==> config.mk <==
export PLATFORM = sky130hd
export DESIGN_NAME = lock_top
export DESIGN_NICKNAME = d
export VERILOG_FILES = /design/src/lock_pkg.sv /design/src/lock_top.sv /design/src/buzzer_tone.sv /design/src/lockout_timer.sv /design/src/code_entry.sv /design/src/key_decoder.sv
export SDC_FILE = /design/constraint.sdc
export NUM_CORES = 1
export LEC_CHECK = 0
export ABC_CLOCK_PERIOD_IN_PS = 2260
export BUFFER_PORTS_ARGS = -buffer_cell sky130_fd_sc_hd__buf_2
export CAP_MARGIN = 5
export CORE_MARGIN = 2
export CORE_UTILIZATION = 29
export CTS_BUF_LIST = sky130_fd_sc_hd__clkbuf_16
export DETAILED_ROUTE_END_ITERATION = 12
export SYNTH_ARGS = -nofsm -noshare
export SYNTH_HDL_FRONTEND = slang
export SYNTH_SLANG_ARGS = --single-unit
==> constraint.sdc <==
create_clock -name clk -period 2.26 [get_ports clk]
set_input_delay 0.452 -clock clk [delete_from_list [all_inputs] [get_ports clk]]
set_output_delay 0.452 -clock clk [all_outputs]
set_load 0.01 [all_outputs]
==> src/lock_pkg.sv <==
package lock_pkg;

    // keypad command keys, one-hot
    localparam logic [15:0] KEY_ENTER  = 16'h0001;
    localparam logic [15:0] KEY_CLEAR  = 16'h0100;
    localparam logic [15:0] KEY_CANCEL = 16'h1000;
    localparam logic [15:0] KEY_NONE   = 16'h0000;

    // keypad word per digit, index is the digit value
    localparam logic [15:0] DIGIT_KEYS [0:9] = '{
        16'h0008,  // 0
        16'h0080,  // 1
        16'h0040,  // 2
        16'h0020,  // 3
        16'h0800,  // 4
        16'h0400,  // 5
        16'h0200,  // 6
        16'h8000,  // 7
        16'h4000,  // 8
        16'h2000   // 9
    };

    localparam logic [3:0]  NIBBLE_BLANK  = 4'hF;
    localparam logic [11:0] DISPLAY_BLANK = {3{NIBBLE_BLANK}};
    localparam logic [11:0] DISPLAY_PASS  = 12'hBCC;  // "ASS" of PASS
    localparam logic [11:0] SECRET_CODE   = 12'h246;
    localparam logic [1:0]  MAX_TRIES     = 2'd3;

    localparam int          LOCKOUT_SECONDS = 60;
    localparam logic [31:0] SECOND_CYCLES   = 32'd50;  // sim scale, board uses clock rate

    // buzzer patterns, all in clocks
    localparam logic [31:0] CHIRP_HALF  = 32'd5;
    localparam logic [31:0] CHIRP_LEN   = 32'd200;
    localparam logic [31:0] PASS_HALF   = 32'd3;
    localparam logic [31:0] PASS_LEN    = 32'd600;
    localparam logic [31:0] FAIL_HALF   = 32'd10;
    localparam logic [31:0] FAIL_LEN    = 32'd300;
    localparam logic [31:0] FAIL_GAP_LO = 32'd100;
    localparam logic [31:0] FAIL_GAP_HI = 32'd200;

endpackage
==> src/lock_top.sv <==
module lock_top (
    input  logic        clk,
    input  logic        rst,
    input  logic [15:0] onehot,
    output logic [11:0] display,
    output logic [1:0]  digit_count,
    output logic [1:0]  tries,
    output logic        lock_active,
    output logic        buzzer
);

    logic       digit_pulse;
    logic [3:0] digit_value;
    logic       enter_pulse;
    logic       clear_pulse;
    logic       cancel_pulse;
    logic       lock_start;
    logic       lock_abort;
    logic       lock_done;
    logic [7:0] lock_seconds;
    logic       chirp_pulse;
    logic       pass_pulse;
    logic       fail_pulse;

    key_decoder u_key_decoder (
        .clk          (clk),
        .rst          (rst),
        .onehot       (onehot),
        .digit_pulse  (digit_pulse),
        .digit_value  (digit_value),
        .enter_pulse  (enter_pulse),
        .clear_pulse  (clear_pulse),
        .cancel_pulse (cancel_pulse)
    );

    code_entry u_code_entry (
        .clk          (clk),
        .rst          (rst),
        .digit_pulse  (digit_pulse),
        .digit_value  (digit_value),
        .enter_pulse  (enter_pulse),
        .clear_pulse  (clear_pulse),
        .cancel_pulse (cancel_pulse),
        .lock_active  (lock_active),
        .lock_seconds (lock_seconds),
        .lock_done    (lock_done),
        .display      (display),
        .digit_count  (digit_count),
        .tries        (tries),
        .lock_start   (lock_start),
        .lock_abort   (lock_abort),
        .chirp_pulse  (chirp_pulse),
        .pass_pulse   (pass_pulse),
        .fail_pulse   (fail_pulse)
    );

    lockout_timer u_lockout_timer (
        .clk          (clk),
        .rst          (rst),
        .lock_start   (lock_start),
        .lock_abort   (lock_abort),
        .lock_active  (lock_active),
        .lock_seconds (lock_seconds),
        .lock_done    (lock_done)
    );

    buzzer_tone u_buzzer_tone (
        .clk          (clk),
        .rst          (rst),
        .chirp_pulse  (chirp_pulse),
        .pass_pulse   (pass_pulse),
        .fail_pulse   (fail_pulse),
        .buzzer       (buzzer)
    );

endmodule

==> src/buzzer_tone.sv <==
module buzzer_tone (
    input  logic clk,
    input  logic rst,
    input  logic chirp_pulse,
    input  logic pass_pulse,
    input  logic fail_pulse,
    output logic buzzer
);
    import lock_pkg::*;

    logic        active;
    logic        fail_mode;
    logic        start;
    logic        in_gap;
    logic [31:0] half_limit;
    logic [31:0] len_limit;
    logic [31:0] half_count;
    logic [31:0] len_count;

    assign start  = chirp_pulse || pass_pulse || fail_pulse;
    assign in_gap = fail_mode && (len_count >= FAIL_GAP_LO) && (len_count < FAIL_GAP_HI);

    // pattern select, fail over pass over chirp
    always_ff @(posedge clk) begin
        if (fail_pulse) begin
            half_limit <= FAIL_HALF;
            len_limit  <= FAIL_LEN;
        end else if (pass_pulse) begin
            half_limit <= PASS_HALF;
            len_limit  <= PASS_LEN;
        end else if (chirp_pulse) begin
            half_limit <= CHIRP_HALF;
            len_limit  <= CHIRP_LEN;
        end
    end

    always_ff @(posedge clk) begin
        if (rst) begin
            active     <= 1'b0;
            fail_mode  <= 1'b0;
            half_count <= 32'd0;
            len_count  <= 32'd0;
            buzzer     <= 1'b0;
        end else if (start) begin
            active     <= 1'b1;  // restart on any new pulse
            fail_mode  <= fail_pulse;
            half_count <= 32'd0;
            len_count  <= 32'd0;
            buzzer     <= 1'b1;
        end else if (active) begin
            len_count <= len_count + 32'd1;
            if (half_count == half_limit - 32'd1) begin
                half_count <= 32'd0;
                buzzer     <= ~buzzer;
            end else begin
                half_count <= half_count + 32'd1;
            end
            if (in_gap) begin
                buzzer <= 1'b0;  // broken part of the fail tone
            end
            if (len_count == len_limit - 32'd1) begin
                active    <= 1'b0;
                fail_mode <= 1'b0;
                buzzer    <= 1'b0;
            end
        end else begin
            buzzer <= 1'b0;
        end
    end

endmodule

==> src/lockout_timer.sv <==
module lockout_timer (
    input  logic       clk,
    input  logic       rst,
    input  logic       lock_start,
    input  logic       lock_abort,
    output logic       lock_active,
    output logic [7:0] lock_seconds,
    output logic       lock_done
);
    import lock_pkg::*;

    logic [31:0] tick_count;
    logic [3:0]  sec_tens;
    logic [3:0]  sec_units;
    logic [3:0]  next_tens;
    logic [3:0]  next_units;
    logic        tick;
    logic        at_end;

    assign tick       = (tick_count == SECOND_CYCLES - 32'd1);
    assign next_units = (sec_units == 4'd9) ? 4'd0 : sec_units + 4'd1;
    assign next_tens  = (sec_units == 4'd9) ? sec_tens + 4'd1 : sec_tens;

    // the step that would show the full lockout length ends it
    assign at_end = ({next_tens, next_units} ==
                     {4'(LOCKOUT_SECONDS / 10), 4'(LOCKOUT_SECONDS % 10)});

    assign lock_seconds = {sec_tens, sec_units};

    always_ff @(posedge clk) begin
        if (rst) begin
            lock_active <= 1'b0;
            lock_done   <= 1'b0;
            tick_count  <= 32'd0;
            sec_tens    <= 4'd0;
            sec_units   <= 4'd0;
        end else begin
            lock_done <= 1'b0;
            if (lock_abort || lock_start) begin
                lock_active <= !lock_abort;  // abort wins
                tick_count  <= 32'd0;
                sec_tens    <= 4'd0;
                sec_units   <= 4'd0;
            end else if (lock_active) begin
                if (!tick) begin
                    tick_count <= tick_count + 32'd1;
                end else if (at_end) begin
                    tick_count  <= 32'd0;
                    lock_active <= 1'b0;
                    lock_done   <= 1'b1;
                    sec_tens    <= 4'd0;
                    sec_units   <= 4'd0;
                end else begin
                    tick_count <= 32'd0;
                    sec_tens   <= next_tens;
                    sec_units  <= next_units;
                end
            end
        end
    end

endmodule

==> src/code_entry.sv <==
module code_entry (
    input  logic        clk,
    input  logic        rst,
    input  logic        digit_pulse,
    input  logic [3:0]  digit_value,
    input  logic        enter_pulse,
    input  logic        clear_pulse,
    input  logic        cancel_pulse,
    input  logic        lock_active,
    input  logic [7:0]  lock_seconds,
    input  logic        lock_done,
    output logic [11:0] display,
    output logic [1:0]  digit_count,
    output logic [1:0]  tries,
    output logic        lock_start,
    output logic        lock_abort,
    output logic        chirp_pulse,
    output logic        pass_pulse,
    output logic        fail_pulse
);
    import lock_pkg::*;

    logic [11:0] entry;
    logic        locked;
    logic        pass_shown;
    logic        entry_full;
    logic [1:0]  tries_next;

    assign locked     = lock_active || lock_start;  // covers the cycle before the timer starts
    assign pass_shown = (entry == DISPLAY_PASS);
    assign entry_full = (digit_count == 2'd3);
    assign tries_next = tries + 2'd1;

    // clear reaches the timer in the same cycle it reaches the entry
    assign lock_abort = clear_pulse;

    // lockout shows 0 over the BCD seconds
    assign display = locked ? {4'h0, lock_seconds} : entry;

    always_ff @(posedge clk) begin
        if (rst) begin
            entry       <= DISPLAY_BLANK;
            digit_count <= 2'd0;
            tries       <= 2'd0;
            lock_start  <= 1'b0;
            chirp_pulse <= 1'b0;
            pass_pulse  <= 1'b0;
            fail_pulse  <= 1'b0;
        end else begin
            lock_start  <= 1'b0;
            chirp_pulse <= 1'b0;
            pass_pulse  <= 1'b0;
            fail_pulse  <= 1'b0;

            if (clear_pulse) begin
                entry       <= DISPLAY_BLANK;
                digit_count <= 2'd0;
                tries       <= 2'd0;
            end else if (lock_done) begin
                entry       <= DISPLAY_BLANK;  // lockout over, start fresh
                digit_count <= 2'd0;
                tries       <= 2'd0;
            end else if (cancel_pulse) begin
                entry       <= DISPLAY_BLANK;
                digit_count <= 2'd0;
            end else if (enter_pulse && !locked && !pass_shown && entry_full) begin
                if (entry == SECRET_CODE) begin
                    entry      <= DISPLAY_PASS;
                    pass_pulse <= 1'b1;
                end else begin
                    entry       <= DISPLAY_BLANK;
                    digit_count <= 2'd0;
                    tries       <= tries_next;
                    fail_pulse  <= 1'b1;
                    if (tries_next == MAX_TRIES) begin
                        lock_start <= 1'b1;  // third miss
                    end
                end
            end else if (digit_pulse && !locked && !pass_shown && !entry_full) begin
                entry       <= {entry[7:0], digit_value};  // shift in from the right
                digit_count <= digit_count + 2'd1;
                chirp_pulse <= 1'b1;
            end
        end
    end

endmodule

==> src/key_decoder.sv <==
module key_decoder (
    input  logic        clk,
    input  logic        rst,
    input  logic [15:0] onehot,
    output logic        digit_pulse,
    output logic [3:0]  digit_value,
    output logic        enter_pulse,
    output logic        clear_pulse,
    output logic        cancel_pulse
);
    import lock_pkg::*;

    logic [15:0] prev_onehot;
    logic        key_changed;
    logic        digit_hit;
    logic [3:0]  digit_idx;

    // new press only, release to no key gives nothing
    assign key_changed = (onehot != prev_onehot) && (onehot != KEY_NONE);

    // look the word up in the digit table
    always_comb begin
        digit_hit = 1'b0;
        digit_idx = 4'd0;
        for (int i = 0; i < $size(DIGIT_KEYS); i++) begin
            if (onehot == DIGIT_KEYS[i]) begin
                digit_hit = 1'b1;
                digit_idx = 4'(i);
            end
        end
    end

    always_ff @(posedge clk) begin
        if (rst) begin
            prev_onehot  <= KEY_NONE;
            digit_pulse  <= 1'b0;
            enter_pulse  <= 1'b0;
            clear_pulse  <= 1'b0;
            cancel_pulse <= 1'b0;
        end else begin
            prev_onehot  <= onehot;
            digit_pulse  <= key_changed && digit_hit;
            enter_pulse  <= key_changed && (onehot == KEY_ENTER);
            clear_pulse  <= key_changed && (onehot == KEY_CLEAR);
            cancel_pulse <= key_changed && (onehot == KEY_CANCEL);
        end
    end

    always_ff @(posedge clk) begin
        digit_value <= digit_idx;  // only read with digit_pulse
    end

endmodule

Word-level counts from Yosys, hierarchy flattened. Index checks and enable logic that the tools add are counted.

Latch bits: 0. Bits in writable memories: 0. Memories kept: 0. Bits of input ports: 18. Bits in read-only memories: 0. Register bits after elaboration: 164.

Bitwise operators: 6. Add/subtract/negate cells: 9. Magnitude comparators: 2. Multipliers: 0. Shift-type cells: 0. Eq/ne operators: 25. Mux-type cells: 55. Div/mod/pow operators: 0. Reduce and logical (&&, ||, !) cells: 40.

Operators with widths (count): $add 32x1->32 const B (3); $eq 32x32->1 (2); $mux 32 (2); $mux 12 (3); $eq 32x6->1 const B (1); $ge 32x7->1 const B (1); $lt 32x8->1 const B (1); $mux 1 (32); $mux 4 (6); $mux 10 (2); $eq 16x1->1 const B (1); $eq 16x10->1 const B (1); $eq 16x11->1 const B (1); $eq 16x12->1 const B (1); $eq 16x13->1 const B (1); $eq 16x14->1 const B (1); $eq 16x15->1 const B (1); $eq 16x16->1 const B (1); $eq 16x4->1 const B (1); $eq 16x6->1 const B (1); $eq 16x7->1 const B (1); $eq 16x8->1 const B (1); $eq 16x9->1 const B (1); $ne 16x16->1 (1); other kinds (27) (70).

Longest topological paths before layout. Gate-level depths: netlist of run 1.

Depth in word-level cells: 12. Gate-level depth with buffers: 9. Depth with buffers taken out: 8.

Hierarchy. Synthesis of run 1 repeated with hierarchy kept, for this count alone.

Cells, all modules: 883. Area total of the unflattened synthesis: 7948.9 sq um.

By module, submodules not included: buzzer_tone (seq. area each 1441.4 sq um, cells an instance 409, area an instance 3585.9 sq um, instances 1); lockout_timer (seq. area each 840.8 sq um, cells an instance 258, area an instance 2210.9 sq um, instances 1); key_decoder (seq. area each 480.5 sq um, cells an instance 117, area an instance 1153.6 sq um, instances 1); code_entry (seq. area each 400.4 sq um, cells an instance 99, area an instance 998.5 sq um, instances 1).

Least setup slack after synthesis of run 1. No wires, ideal clock.

Path kind: reg-to-reg. From: register u_buzzer_tone.half_count[12]. To: register u_buzzer_tone.half_count[12]. Setup slack: 0.018 ns. Arrival time: 2.128 ns. Clock period less this slack: 2.242 ns. Setup time: 0.115 ns. Stages on the path, launching flop included: 8. Path through: dfxtp_1 -> or4_1 -> nor4_1 -> a31oi_1 -> a2111o_2 -> o21bai_4 -> buf_6 -> nor2_1.

Longest elaborated chain between the ends: 2.

Ends and longest elaborated chain: start: declaration (RTL line buzzer_tone.sv:17) `logic [31:0] half_count;`; start signal: assignment (RTL line buzzer_tone.sv:56) `half_count <= half_count + 32'd1;`; $add 32x1->32 / $eq 32x32->1 (equally long branches) (RTL line buzzer_tone.sv:56, buzzer_tone.sv:52); $mux 32 (*) (RTL line buzzer_tone.sv:52) `if (half_count == half_limit - 32'd1) begin`.

Mark *: on every way between the ends. The rest lies on a longest branch, timed or not. A chain may end at the register's enable or synchronous reset.

Worst setup path after layout of run 1.
From: register u_buzzer_tone.half_count[28]. To: register u_buzzer_tone.half_count[21].

Longest elaborated chain between the ends: 2.

Ends and longest elaborated chain (RTL line): $eq 32x32->1 (buzzer_tone.sv:52); $mux 32 (buzzer_tone.sv:52).

No other way between the ends.

==> impl_results.md, run 1 <==
* Grt total ovfl at 0
* Postcts setup bufs at 0
* Worst Path Max Fanout at 19
* Startpoint types: flop
* Synthesized area at 7480 sq um
* Largest net degree at the start of global routing at 33
* Initial antenna violation count at 0
* Layout cells sized above 1 at 0.162
* Slew @ Worst Pin at 0.677 ns
* TNS Setup at 0 ns
* Layout Nets at 973
* Cell Count, Final, Fillers Out at 1,289
* Die H at around 160 microns
* H-tree Lvls at 4
* Syn avg cell area at between 8 and 9 sq um
* Area Overhead vs Synth at 19.8%
* Initial DRT Pass Iterations at 5
* DIE AREA at around 27,000 sq um
* Mapped Cells at between 800 and 900
* Yosys warns at 0
* Clk_skew at 0.00744 ns
* CTS sink cnt at 158
* Hpwl dp at 11.4 mm
* Post-synthesis sequential area ratio at 0.423
* Commonest cells in the netlist: dfxtp_1, nor2_1, nand2_1
* CP Data Arrival Time at 2.51 ns
* Starting density of the core at 0.296
* Final WL at roughly 16 mm
* Clock root cell: clkbuf_16
* VDD IR max at between 0.4 and 0.5 mV
* Dpl cells at 1,256
* Pint at 4.52 mW
* Pre-CTS setup slack at -0.0733 ns
* Net switching power at around 1.3 mW
* F_max at 455 MHz
* Top-count cell post-synth: dfxtp_1
* Port Buffers at 35
* Setup violators final at 0
* Tmin final at approximately 2.2 ns
* Cell taking the most area after synthesis: dfxtp_1
* Hold Fails Final Rpt at 0
* Met3 usage at 0.0244
* Num CTS Buffers at 17
* Site Rows at 58
* Combinational power share at 0.036
* Diodes inserted at 0
* DR vias at 6,195
* Setup repair after global routing missed its margin: yes
* Vias per cell at 4.81
* Data required, critical path at 2.57 ns
* Gr usage total at 0.125
* GR Util met2 at 0.201
* Clock transition at path regs at approximately 0.06 ns
* DRC at 0
* CP Capture Type: flop
* WL per Instance at 12.4 microns
* Net Sw Frac at 0.222
* Global-route wire length before repair at 27.7 mm
* Register-to-Register Setup Slack at 0.06 ns
* Core area at ~25,000 sq um
* CTS Buffer Depth at 2
* Max Cap Viol at 0
* Clock Power Share at 0.480
* Async S/R FF share, synth at 0
* GR peak layer: met2
* Layout Utilization at 0.355
* Synth cell types at 61
* Leakage at 3.28 nW
* Area contributors post-synth: dfxtp_1, xnor2_1, xor2_1, nor2_1, nand2_1
* Min-delay worst type: input pin to flop
* Overall power at 5.80 mW
* Final instance area at 8960 sq um
* Vias in the first global route at about 5.9k
* Die span in x at 165 microns
* Fillers at 2,636
* DR iter-0 viols at 275
* Slew margin rel. at 0.545
* Boundary Pins at 36
* Syn Nets at 905
* CTS tree: yes
* Post-synth top area share at 0.423
* Gpl congestion at between 0.8 and 0.9
* Final worst setup slack at between 0.05 and 0.06 ns
* Sequential group share of total power at 0.485
* Pwr dens at 648 nW/um^2
* Latest clock arrival within the worst-skew pair at around 0.42 ns
* Post-synth top flop: dfxtp_1
* Number of enable flip-flop cells after synthesis at 0
* Max Slew Vio Count at 0
* Worst hold slack at 0.273 ns
* CP Class: flop to flop
* Placed cell areas at 8320 sq um
* Period utilization at 0.974
* Antenna Nets Post-Route at 0
* Status: complete, no violations
* GRT met1 Usage at 0.168
* Yosys reg bits at 158
layer usage:
| metal | wire length, microns | vias to the layer above |
|---|---|---|
| li1 | - | 3192 |
| met1 | 7980 | 2917 |
| met2 | 7420 | 77 |
| met3 | 440 | 9 |
| met4 | 168 | 0 |
| met5 | 0 | - |
sequential cells by signal, indices dropped and copies added (netlist names), 2 cells and up:
name and cells:
u_code_entry.digit_count 2, u_lockout_timer.tick_count 32, u_buzzer_tone.len_limit 3, u_buzzer_tone.len_count 32
u_code_entry.tries 2, u_code_entry.entry 12, u_lockout_timer.sec_units 4, u_key_decoder.prev_onehot 16
u_key_decoder.digit_value 4, u_buzzer_tone.half_count 32, u_lockout_timer.sec_tens 4, u_buzzer_tone.half_limit 2
power groups by stage:
| stage | Sequential [mW] | Combinational [mW] | Clock [mW] |
|---|---|---|---|
| global placement | 2.87 | 0.201 | 0 |
| floorplan | 2.88 | 0.127 | 0 |
| finish | 2.81 | 0.206 | 2.78 |
| global route | 2.81 | 0.228 | 2.98 |
| detailed placement | 2.87 | 0.203 | 0 |
| CTS | 2.81 | 0.204 | 2.86 |
layout by cell type (no fill, tap or decap), types with 3 or more instances in the layout:
master     instances
dfxtp_1          154
o22ai_1            3
nand2b_1           3
or2_2              5
and4_1            10
ha_1               8
a221o_1            5
inv_1             26
clkinv_4           3
nor2b_1           18
clkinv_2           5
nor3b_1            4
a21oi_1           16
and3_1            15
nor2_1           126
nand4_1           33
buf_4             47
o21ai_0           25
xnor2_1           63
nor2_2             6
nor4bb_1           3
mux2_2             5
and4b_1            3
nand2_1           71
buf_2             36
and2_1             7
nor4_1            24
nor3_1            23
clkbuf_16         17
or3_1             13
mux2i_1            4
a31oi_1            3
nor4b_1            5
xor2_1            56
or4_1              6
dfxtp_2            4
nand3_1           49
path summary, 6_finish.rpt:
check | from | endpoint | depth (start not counted)
hold reg to reg | u_key_decoder.digit_value[2]$_SDFF_PP0_ | u_code_entry.entry[2]$_SDFFE_PP1P_ | 2
setup reg to reg | u_buzzer_tone.half_count[28]$_SDFFE_PP0P_ | u_buzzer_tone.half_count[21]$_SDFFE_PP0P_ | 7
setup / recovery | u_buzzer_tone.half_count[28]$_SDFFE_PP0P_ | u_buzzer_tone.half_count[21]$_SDFFE_PP0P_ | 7
hold / removal | rst | u_lockout_timer.lock_active$_SDFF_PP0_ | 2
layout make-up:
class / count / area (sq um) / area share
clock inverters: 15 / 146 / 0.0163
repair buffers: 87 / 596 / 0.0665
clock buffers: 17 / 425 / 0.0475
flip-flops and latches: 158 / 3170 / 0.354
inverters: 26 / 97.6 / 0.0109
multi-input cells: 656 / 4110 / 0.459
well taps: 330 / 413 / 0.0461
kinds of logic after synthesis:
group / Yosys count / share of synthesized area
AO/OA/AOI/OAI: 79 / 0.0711
XOR/XNOR: 119 / 0.139
adder cells (fa/ha/maj): 9 / 0.0151
buffers and inverters: 64 / 0.0341
flip-flops: 158 / 0.423
multiplexers: 9 / 0.0129
AND/OR/NAND/NOR: 440 / 0.305
worst max-delay path, stage by stage (launching register included):
cell      delay, ns
dfxtp_2        0.33
or4_4          0.53
nor3_2         0.18
nand3_1        0.14
a2111o_2       0.48
o21bai_4       0.19
buf_12         0.18
nor2_1         0.06
repair_timing:
action,4_1_cts,5_1_grt
cloned,0,1
pin swaps,0,2
hold buffers,0,0
setup endpoints to repair,31,40
gates resized for setup,1,17
Power figures use the tool's default switching activity.
==> run 2: changes to the inputs <==
--- a/config.mk
+++ b/config.mk
@@ -12,6 +12,7 @@
 export CORE_UTILIZATION = 29
 export CTS_BUF_LIST = sky130_fd_sc_hd__clkbuf_16
 export DETAILED_ROUTE_END_ITERATION = 12
+export SETUP_SLACK_MARGIN = 0.2
 export SYNTH_ARGS = -nofsm -noshare
 export SYNTH_HDL_FRONTEND = slang
 export SYNTH_SLANG_ARGS = --single-unit
==> impl_results.md, run 2 (same netlist as run 1, synthesis figures left out) <==
* CTS Buffer Depth at 2 (unchanged)
* Layout Nets at 990 (+1.7%)
* Clock root cell: clkbuf_16
* Worst hold slack at 0.275 ns (+0.00136 ns)
* TNS Setup at 0 ns (unchanged)
* Gr usage total at 0.124 (-0.00103)
* Startpoint types: flop
* Initial DRT Pass Iterations at 4 (-1)
* Core area at 25,300 sq um (unchanged)
* Tmin final at 2.20 ns (-0.00268 ns)
* Area Overhead vs Synth at 23.3%
* Starting density of the core at 0.296 (unchanged)
* Dpl cells at 1,255 (-0.080%)
* Commonest cells after routing, fill and taps aside: dfxtp_1, nor2_1, nand2_1, xnor2_1, buf_4
* CP Class: flop to flop
* DR vias at 6,267 (+1.2%)
* Clock transition at path regs at 0.06 ns (about the same)
* Fillers at 2,575 (-2.3%)
* Max Slew Vio Count at 0 (unchanged)
* Boundary Pins at 36 (unchanged)
* Register-to-Register Setup Slack at 0.06 ns (about the same)
* Diodes inserted at 0 (unchanged)
* Pwr dens at 623 nW/um^2 (-3.8%)
* Global-route wire length before repair at 27.7 mm (about the same)
* Grt total ovfl at 0 (unchanged)
* CP Data Arrival Time at 2.50 ns (about the same)
* Placed cell areas at 8340 sq um (+0.26%)
* DR iter-0 viols at 289 (+5.1%)
* Initial antenna violation count at 0 (unchanged)
* Hold Path Origin: rst
* Top flop regs: u_buzzer_tone.half_count x32, u_buzzer_tone.len_count x32, u_lockout_timer.tick_count x32
* Die span in x at 165 microns (unchanged)
* Max Cap Viol at 0 (unchanged)
* Site Rows at 58 (unchanged)
* Pint at 4.50 mW (-0.32%)
* Data required, critical path at 2.57 ns (about the same)
* CTS sink cnt at 158 (unchanged)
* CTS tree: yes
* R2R Path End: u_buzzer_tone.half_count[17]$_SDFFE_PP0P_
* Slew @ Worst Pin at 0.485 ns (-0.192 ns)
* Worst R2R Path Depth at 8 (+1)
* F_max at 455 MHz (+0.12%)
* Most common cell after layout, fill and taps aside: dfxtp_1
* Leakage at 3.39 nW (+3.5%)
* H-tree Lvls at 4 (unchanged)
* Hpwl dp at 11.4 mm (-0.28%)
* DIE AREA at 27,100 sq um (unchanged)
* Die H at 165 microns (unchanged)
* Vias per cell at 4.81 (about the same)
* Worst Path Max Fanout at 8 (-11)
* Sequential group share of total power at 0.489 (+0.004)
* Port Buffers at 35 (unchanged)
* Clock Power Share at 0.472 (-0.008)
* Setup violators final at 0 (unchanged)
* Hold depth at 2 (unchanged)
* Vias in the first global route at 5,801 (-2.0%)
* Net switching power at 1.25 mW (-3.1%)
* WL per Instance at 12.7 microns (+2.3%)
* Final WL at 16.6 mm (+3.5%)
* Setup repair after global routing missed its margin: yes
* Final instance area at 9220 sq um (+2.9%)
* Combinational power share at 0.039 (+0.003)
* DRC at 0 (unchanged)
* Period utilization at 0.972 (-0.00119)
* Antenna Nets Post-Route at 0 (unchanged)
* CP Capture Type: flop
* Hold Fails Final Rpt at 0 (unchanged)
* Hold EP: u_lockout_timer.lock_active$_SDFF_PP0_
* RR Startpoint: u_buzzer_tone.half_count[12]$_SDFFE_PP0P_
* Largest net degree at the start of global routing at 37 (+12%)
* Net Sw Frac at 0.217 (-0.00482)
* Slew margin rel. at 0.674 (+0.129)
* Cell Count, Final, Fillers Out at 1,304 (+1.2%)
* Num CTS Buffers at 17 (unchanged)
* Status: complete, no violations
* Layout cells sized above 1 at 0.192 (+0.0304)
* Latest clock arrival within the worst-skew pair at 0.42 ns (about the same)
* Gpl congestion at 0.794 (-3.5%)
* Clk_skew at 0.00822 ns (+0.000780 ns)
* VDD IR max at 0.488 mV (+4.2%)
* Min-delay worst type: input pin to flop
-- run 2: cell types whose count changed in the layout (fill, tap and decap cells not counted), sizes merged --
cell,previous run,this run
inv,29,28
clkbuf,17,19
clkinvlp,1,2
clkinv,9,7
buf,87,102
-- run 2: final cells by class --
cell class | count | area, sq um | share of cell area
multi-input combinational | 656 | 4190 | 0.455
clock inverter | 13 | 125 | 0.0136
clock buffer | 17 | 425 | 0.0461
timing repair buffer | 104 | 786 | 0.0852
tap | 330 | 413 | 0.0448
inverter | 26 | 97.6 | 0.0106
sequential | 158 | 3180 | 0.345
-- run 2: what timing repair did --
| action | in CTS | in global routing |
|---|---|---|
| pin swaps | 4 | 5 |
| buffers inserted | 2 | 15 |
| gates cloned | 0 | 2 |
| gates resized for setup | 14 | 26 |
| hold buffers | 0 | 0 |
| endpoints found under the setup margin | 51 | 92 |
-- run 2: critical path, stage by stage, from the launching register on --
cell and delay [ns]:
dfxtp_1 0.32, or4_4 0.54, nor4_2 0.25, a31oi_1 0.09, a2111o_2 0.41, o21bai_4 0.15
buf_12 0.14, clkbuf_16 0.15, nor2_2 0.04
-- run 2: how the worst max path moves through the flow --
| stage | startpoint | to | slack (ns) |
|---|---|---|---|
| global placement | u_buzzer_tone.half_count[12]$_SDFFE_PP0P_ | u_buzzer_tone.buzzer$_SDFFE_PP0P_ | 0.07 |
| CTS | u_buzzer_tone.half_count[31]$_SDFFE_PP0P_ | u_buzzer_tone.half_count[31]$_SDFFE_PP0P_ | 0.07 |
| detailed placement | u_buzzer_tone.half_count[31]$_SDFFE_PP0P_ | u_buzzer_tone.half_count[21]$_SDFFE_PP0P_ | 0.04 |
| global route | u_buzzer_tone.half_count[12]$_SDFFE_PP0P_ | u_buzzer_tone.half_count[17]$_SDFFE_PP0P_ | -0.03 |
| finish | u_buzzer_tone.half_count[12]$_SDFFE_PP0P_ | u_buzzer_tone.half_count[17]$_SDFFE_PP0P_ | 0.06 |
| floorplan | u_buzzer_tone.half_count[31]$_SDFFE_PP0P_ | u_buzzer_tone.half_count[12]$_SDFFE_PP0P_ | 0.08 |
-- run 2: routing by layer --
metal	wire length [microns]	GRT usage
met1	8150	0.169
met2	7770	0.198
met3	478	0.0264
met4	170	0.0332
met5	0	0
-- run 2: power groups by stage --
| stage | registers, mW | clock network (mW) | logic (mW) |
|---|---|---|---|
| global placement | 2.88 | 0 | 0.202 |
| CTS | 2.81 | 2.79 | 0.205 |
| detailed placement | 2.88 | 0 | 0.202 |
| floorplan | 2.88 | 0 | 0.128 |
| finish | 2.81 | 2.72 | 0.221 |
| global route | 2.81 | 2.90 | 0.245 |
-- run 2: through the flow --
step | total power, mW | setup WS (ns) | utilization
floorplan | 3.00 | 0.0836 | -
global placement | 3.08 | 0.0700 | 0.330
finish | 5.75 | 0.0625 | 0.365
CTS | 5.81 | 0.0702 | 0.354
detailed placement | 3.08 | 0.0377 | 0.330
global route | 5.95 | -0.0267 | 0.365
==> run 3: changes to the inputs <==
--- a/config.mk
+++ b/config.mk
@@ -12,6 +12,8 @@
 export CORE_UTILIZATION = 29
 export CTS_BUF_LIST = sky130_fd_sc_hd__clkbuf_16
 export DETAILED_ROUTE_END_ITERATION = 12
+export GPL_ROUTABILITY_DRIVEN = 0
+export RECOVER_POWER = 25
 export SETUP_SLACK_MARGIN = 0.2
 export SYNTH_ARGS = -nofsm -noshare
 export SYNTH_HDL_FRONTEND = slang
==> impl_results.md, run 3 (same netlist as run 1, synthesis figures left out) <==
* CP startpoint: u_buzzer_tone.half_count[12]$_SDFFE_PP0P_
* Most common cell after layout, fill and taps aside: dfxtp_1
* Combinational power share at 0.038 (about the same)
* Diodes inserted at 0 (unchanged)
* Pre-CTS setup slack at 0.0377 ns (unchanged)
* Fillers at 2,582 (+0.27%)
* Pint at 4.50 mW (about the same)
* Data required, critical path at 2.57 ns (about the same)
* CP Capture Type: flop
* DRC at 0 (unchanged)
* Commonest cells after routing, fill and taps aside: dfxtp_1, nor2_1, nand2_1, xnor2_1, buf_4
* Top flop regs: u_buzzer_tone.half_count x32, u_buzzer_tone.len_count x32, u_lockout_timer.tick_count x32
* TNS Setup at 0 ns (unchanged)
* Final instance area at 9200 sq um (-0.26%)
* H-tree Lvls at 4 (unchanged)
* Sequential group share of total power at 0.489 (about the same)
* Footprint of the multi-input gates at 4190 sq um (-0.15%)
* Area Overhead vs Synth at 23.0%
* Die H at 165 microns (unchanged)
* Slew @ Worst Pin at 0.925 ns (+0.440 ns)
* Layout cells sized above 1 at 0.183 (-0.00924)
* Vias in the first global route at 5,801 (unchanged)
* Hold Fails Final Rpt at 0 (unchanged)
* Global-route wire length before repair at 27.7 mm (unchanged)
* VDD IR max at 0.491 mV (+0.64%)
* Slew margin rel. at 0.383 (-0.291)
* Initial DRT Pass Iterations at 4 (unchanged)
* Layout Nets at 990 (unchanged)
* Pwr dens at 625 nW/um^2 (+0.32%)
* Net Sw Frac at 0.218 (+0.000885)
* Boundary Pins at 36 (unchanged)
* Core area at 25,300 sq um (unchanged)
* Vias per cell at 4.79 (-0.27%)
* Placed cell areas at 8340 sq um (unchanged)
* Period utilization at 0.973 (about the same)
* Gr usage total at 0.124 (unchanged)
* Hold bufs inserted after CTS at 0 (unchanged)
* Antenna Nets Post-Route at 0 (unchanged)
* Starting density of the core at 0.296 (unchanged)
* Clock transition at path regs at 0.06 ns (about the same)
* Min-delay worst type: input pin to flop
* Hpwl dp at 11.4 mm (unchanged)
* Status: complete, no violations
* DIE AREA at 27,100 sq um (unchanged)
* Clock Power Share at 0.473 (about the same)
* Max Cap Viol at 0 (unchanged)
* Die span in x at 165 microns (unchanged)
* Port Buffers at 35 (unchanged)
* Latest clock arrival within the worst-skew pair at 0.42 ns (about the same)
* Initial antenna violation count at 0 (unchanged)
* Largest net degree at the start of global routing at 37 (unchanged)
* Final worst setup slack at 0.0610 ns (-0.00148 ns)
* Startpoint types: flop
* DR vias at 6,250 (-0.27%)
* Site Rows at 58 (unchanged)
* Grt total ovfl at 0 (unchanged)
* DR iter-0 viols at 319 (+10%)
* Hold Path Origin: onehot[3]
* Max Slew Vio Count at 0 (unchanged)
* Clk_skew at 0.00860 ns (+0.000379 ns)
* CTS tree: yes
* WL per Instance at 12.7 microns (about the same)
* Leakage at 3.36 nW (-0.99%)
* Tmin final at 2.20 ns (+0.00148 ns)
* FF+latch area at 3180 sq um (unchanged)
* Num CTS Buffers at 17 (unchanged)
* Setup repair after global routing missed its margin: yes
* F_max at 455 MHz (about the same)
* Setup violators final at 0 (unchanged)
* CTS sink cnt at 158 (unchanged)
* RR Startpoint: u_buzzer_tone.half_count[12]$_SDFFE_PP0P_
* Clock root cell: clkbuf_16
* Net switching power at 1.25 mW (+0.47%)
* CTS Buffer Depth at 2 (unchanged)
* Final WL at 16.6 mm (about the same)
* Worst Path Max Fanout at 8 (unchanged)
* CP Data Arrival Time at 2.51 ns (about the same)
* CP Class: flop to flop
-- run 3: changes by cell type in the layout (fill, tap and decap cells not counted), sizes merged --
cell    before  now
buf        102   92
clkbuf      19   29
-- run 3: worst paths after layout --
check | to | slack (ns) | depth (start not counted)
min | u_key_decoder.enter_pulse$_SDFF_PP0_ | 0.29 | 2
max | u_buzzer_tone.half_count[26]$_SDFFE_PP0P_ | 0.06 | 8
max reg2reg | u_buzzer_tone.half_count[26]$_SDFFE_PP0P_ | 0.06 | 8
min reg2reg | u_code_entry.entry[3]$_SDFFE_PP1P_ | 0.45 | 2
-- run 3: what timing repair did --
action	in CTS	in global routing
resized for setup	14	26
cloned	0	2
buffers inserted	2	15
endpoints found under the setup margin	51	92
hold endpoints to repair	0	0
pin swaps	4	5
-- run 3: final cells by class --
type                    count  share of cell area
multi-input cells         656               0.455
flip-flops and latches    158               0.346
repair buffers            104              0.0835
clock buffers              17              0.0462
well taps                 330              0.0449
clock inverters            13              0.0136
inverters                  26              0.0106
-- run 3: worst max-delay path, stage by stage, from the launching register on --
cell and delay, ns:
dfxtp_1 0.32, or4_4 0.54, nor4_2 0.25, a31oi_1 0.09, a2111o_2 0.41, o21bai_4 0.15, buf_12 0.14, clkbuf_16 0.15
nor2_1 0.04
-- run 3: power by group through the flow --
| stage | clock network (mW) | registers [mW] | logic, mW |
|---|---|---|---|
| floorplan | 0 | 2.88 | 0.128 |
| global placement | 0 | 2.88 | 0.202 |
| detailed placement | 0 | 2.88 | 0.202 |
| CTS | 2.79 | 2.81 | 0.205 |
| global route | 2.90 | 2.81 | 0.242 |
| finish | 2.72 | 2.81 | 0.220 |
-- run 3: stage by stage --
| stage | hold WS (ns) | power [mW] | utilization | cells |
|---|---|---|---|---|
| CTS | 0.254 | 5.81 | 0.354 | 1287 |
| global route | 0.301 | 5.95 | 0.364 | 1304 |
| floorplan | 0.411 | 3.00 | - | 878 |
| global placement | 0.433 | 3.08 | 0.330 | 1255 |
| finish | 0.292 | 5.75 | 0.364 | 1304 |
| detailed placement | 0.431 | 3.08 | 0.330 | 1255 |
-- run 3: routing by layer --
| metal | wire (microns) | global-route usage |
|---|---|---|
| met5 | 0 | 0 |
| met3 | 437 | 0.0264 |
| met4 | 159 | 0.0332 |
| met1 | 8230 | 0.169 |
| met2 | 7740 | 0.198 |
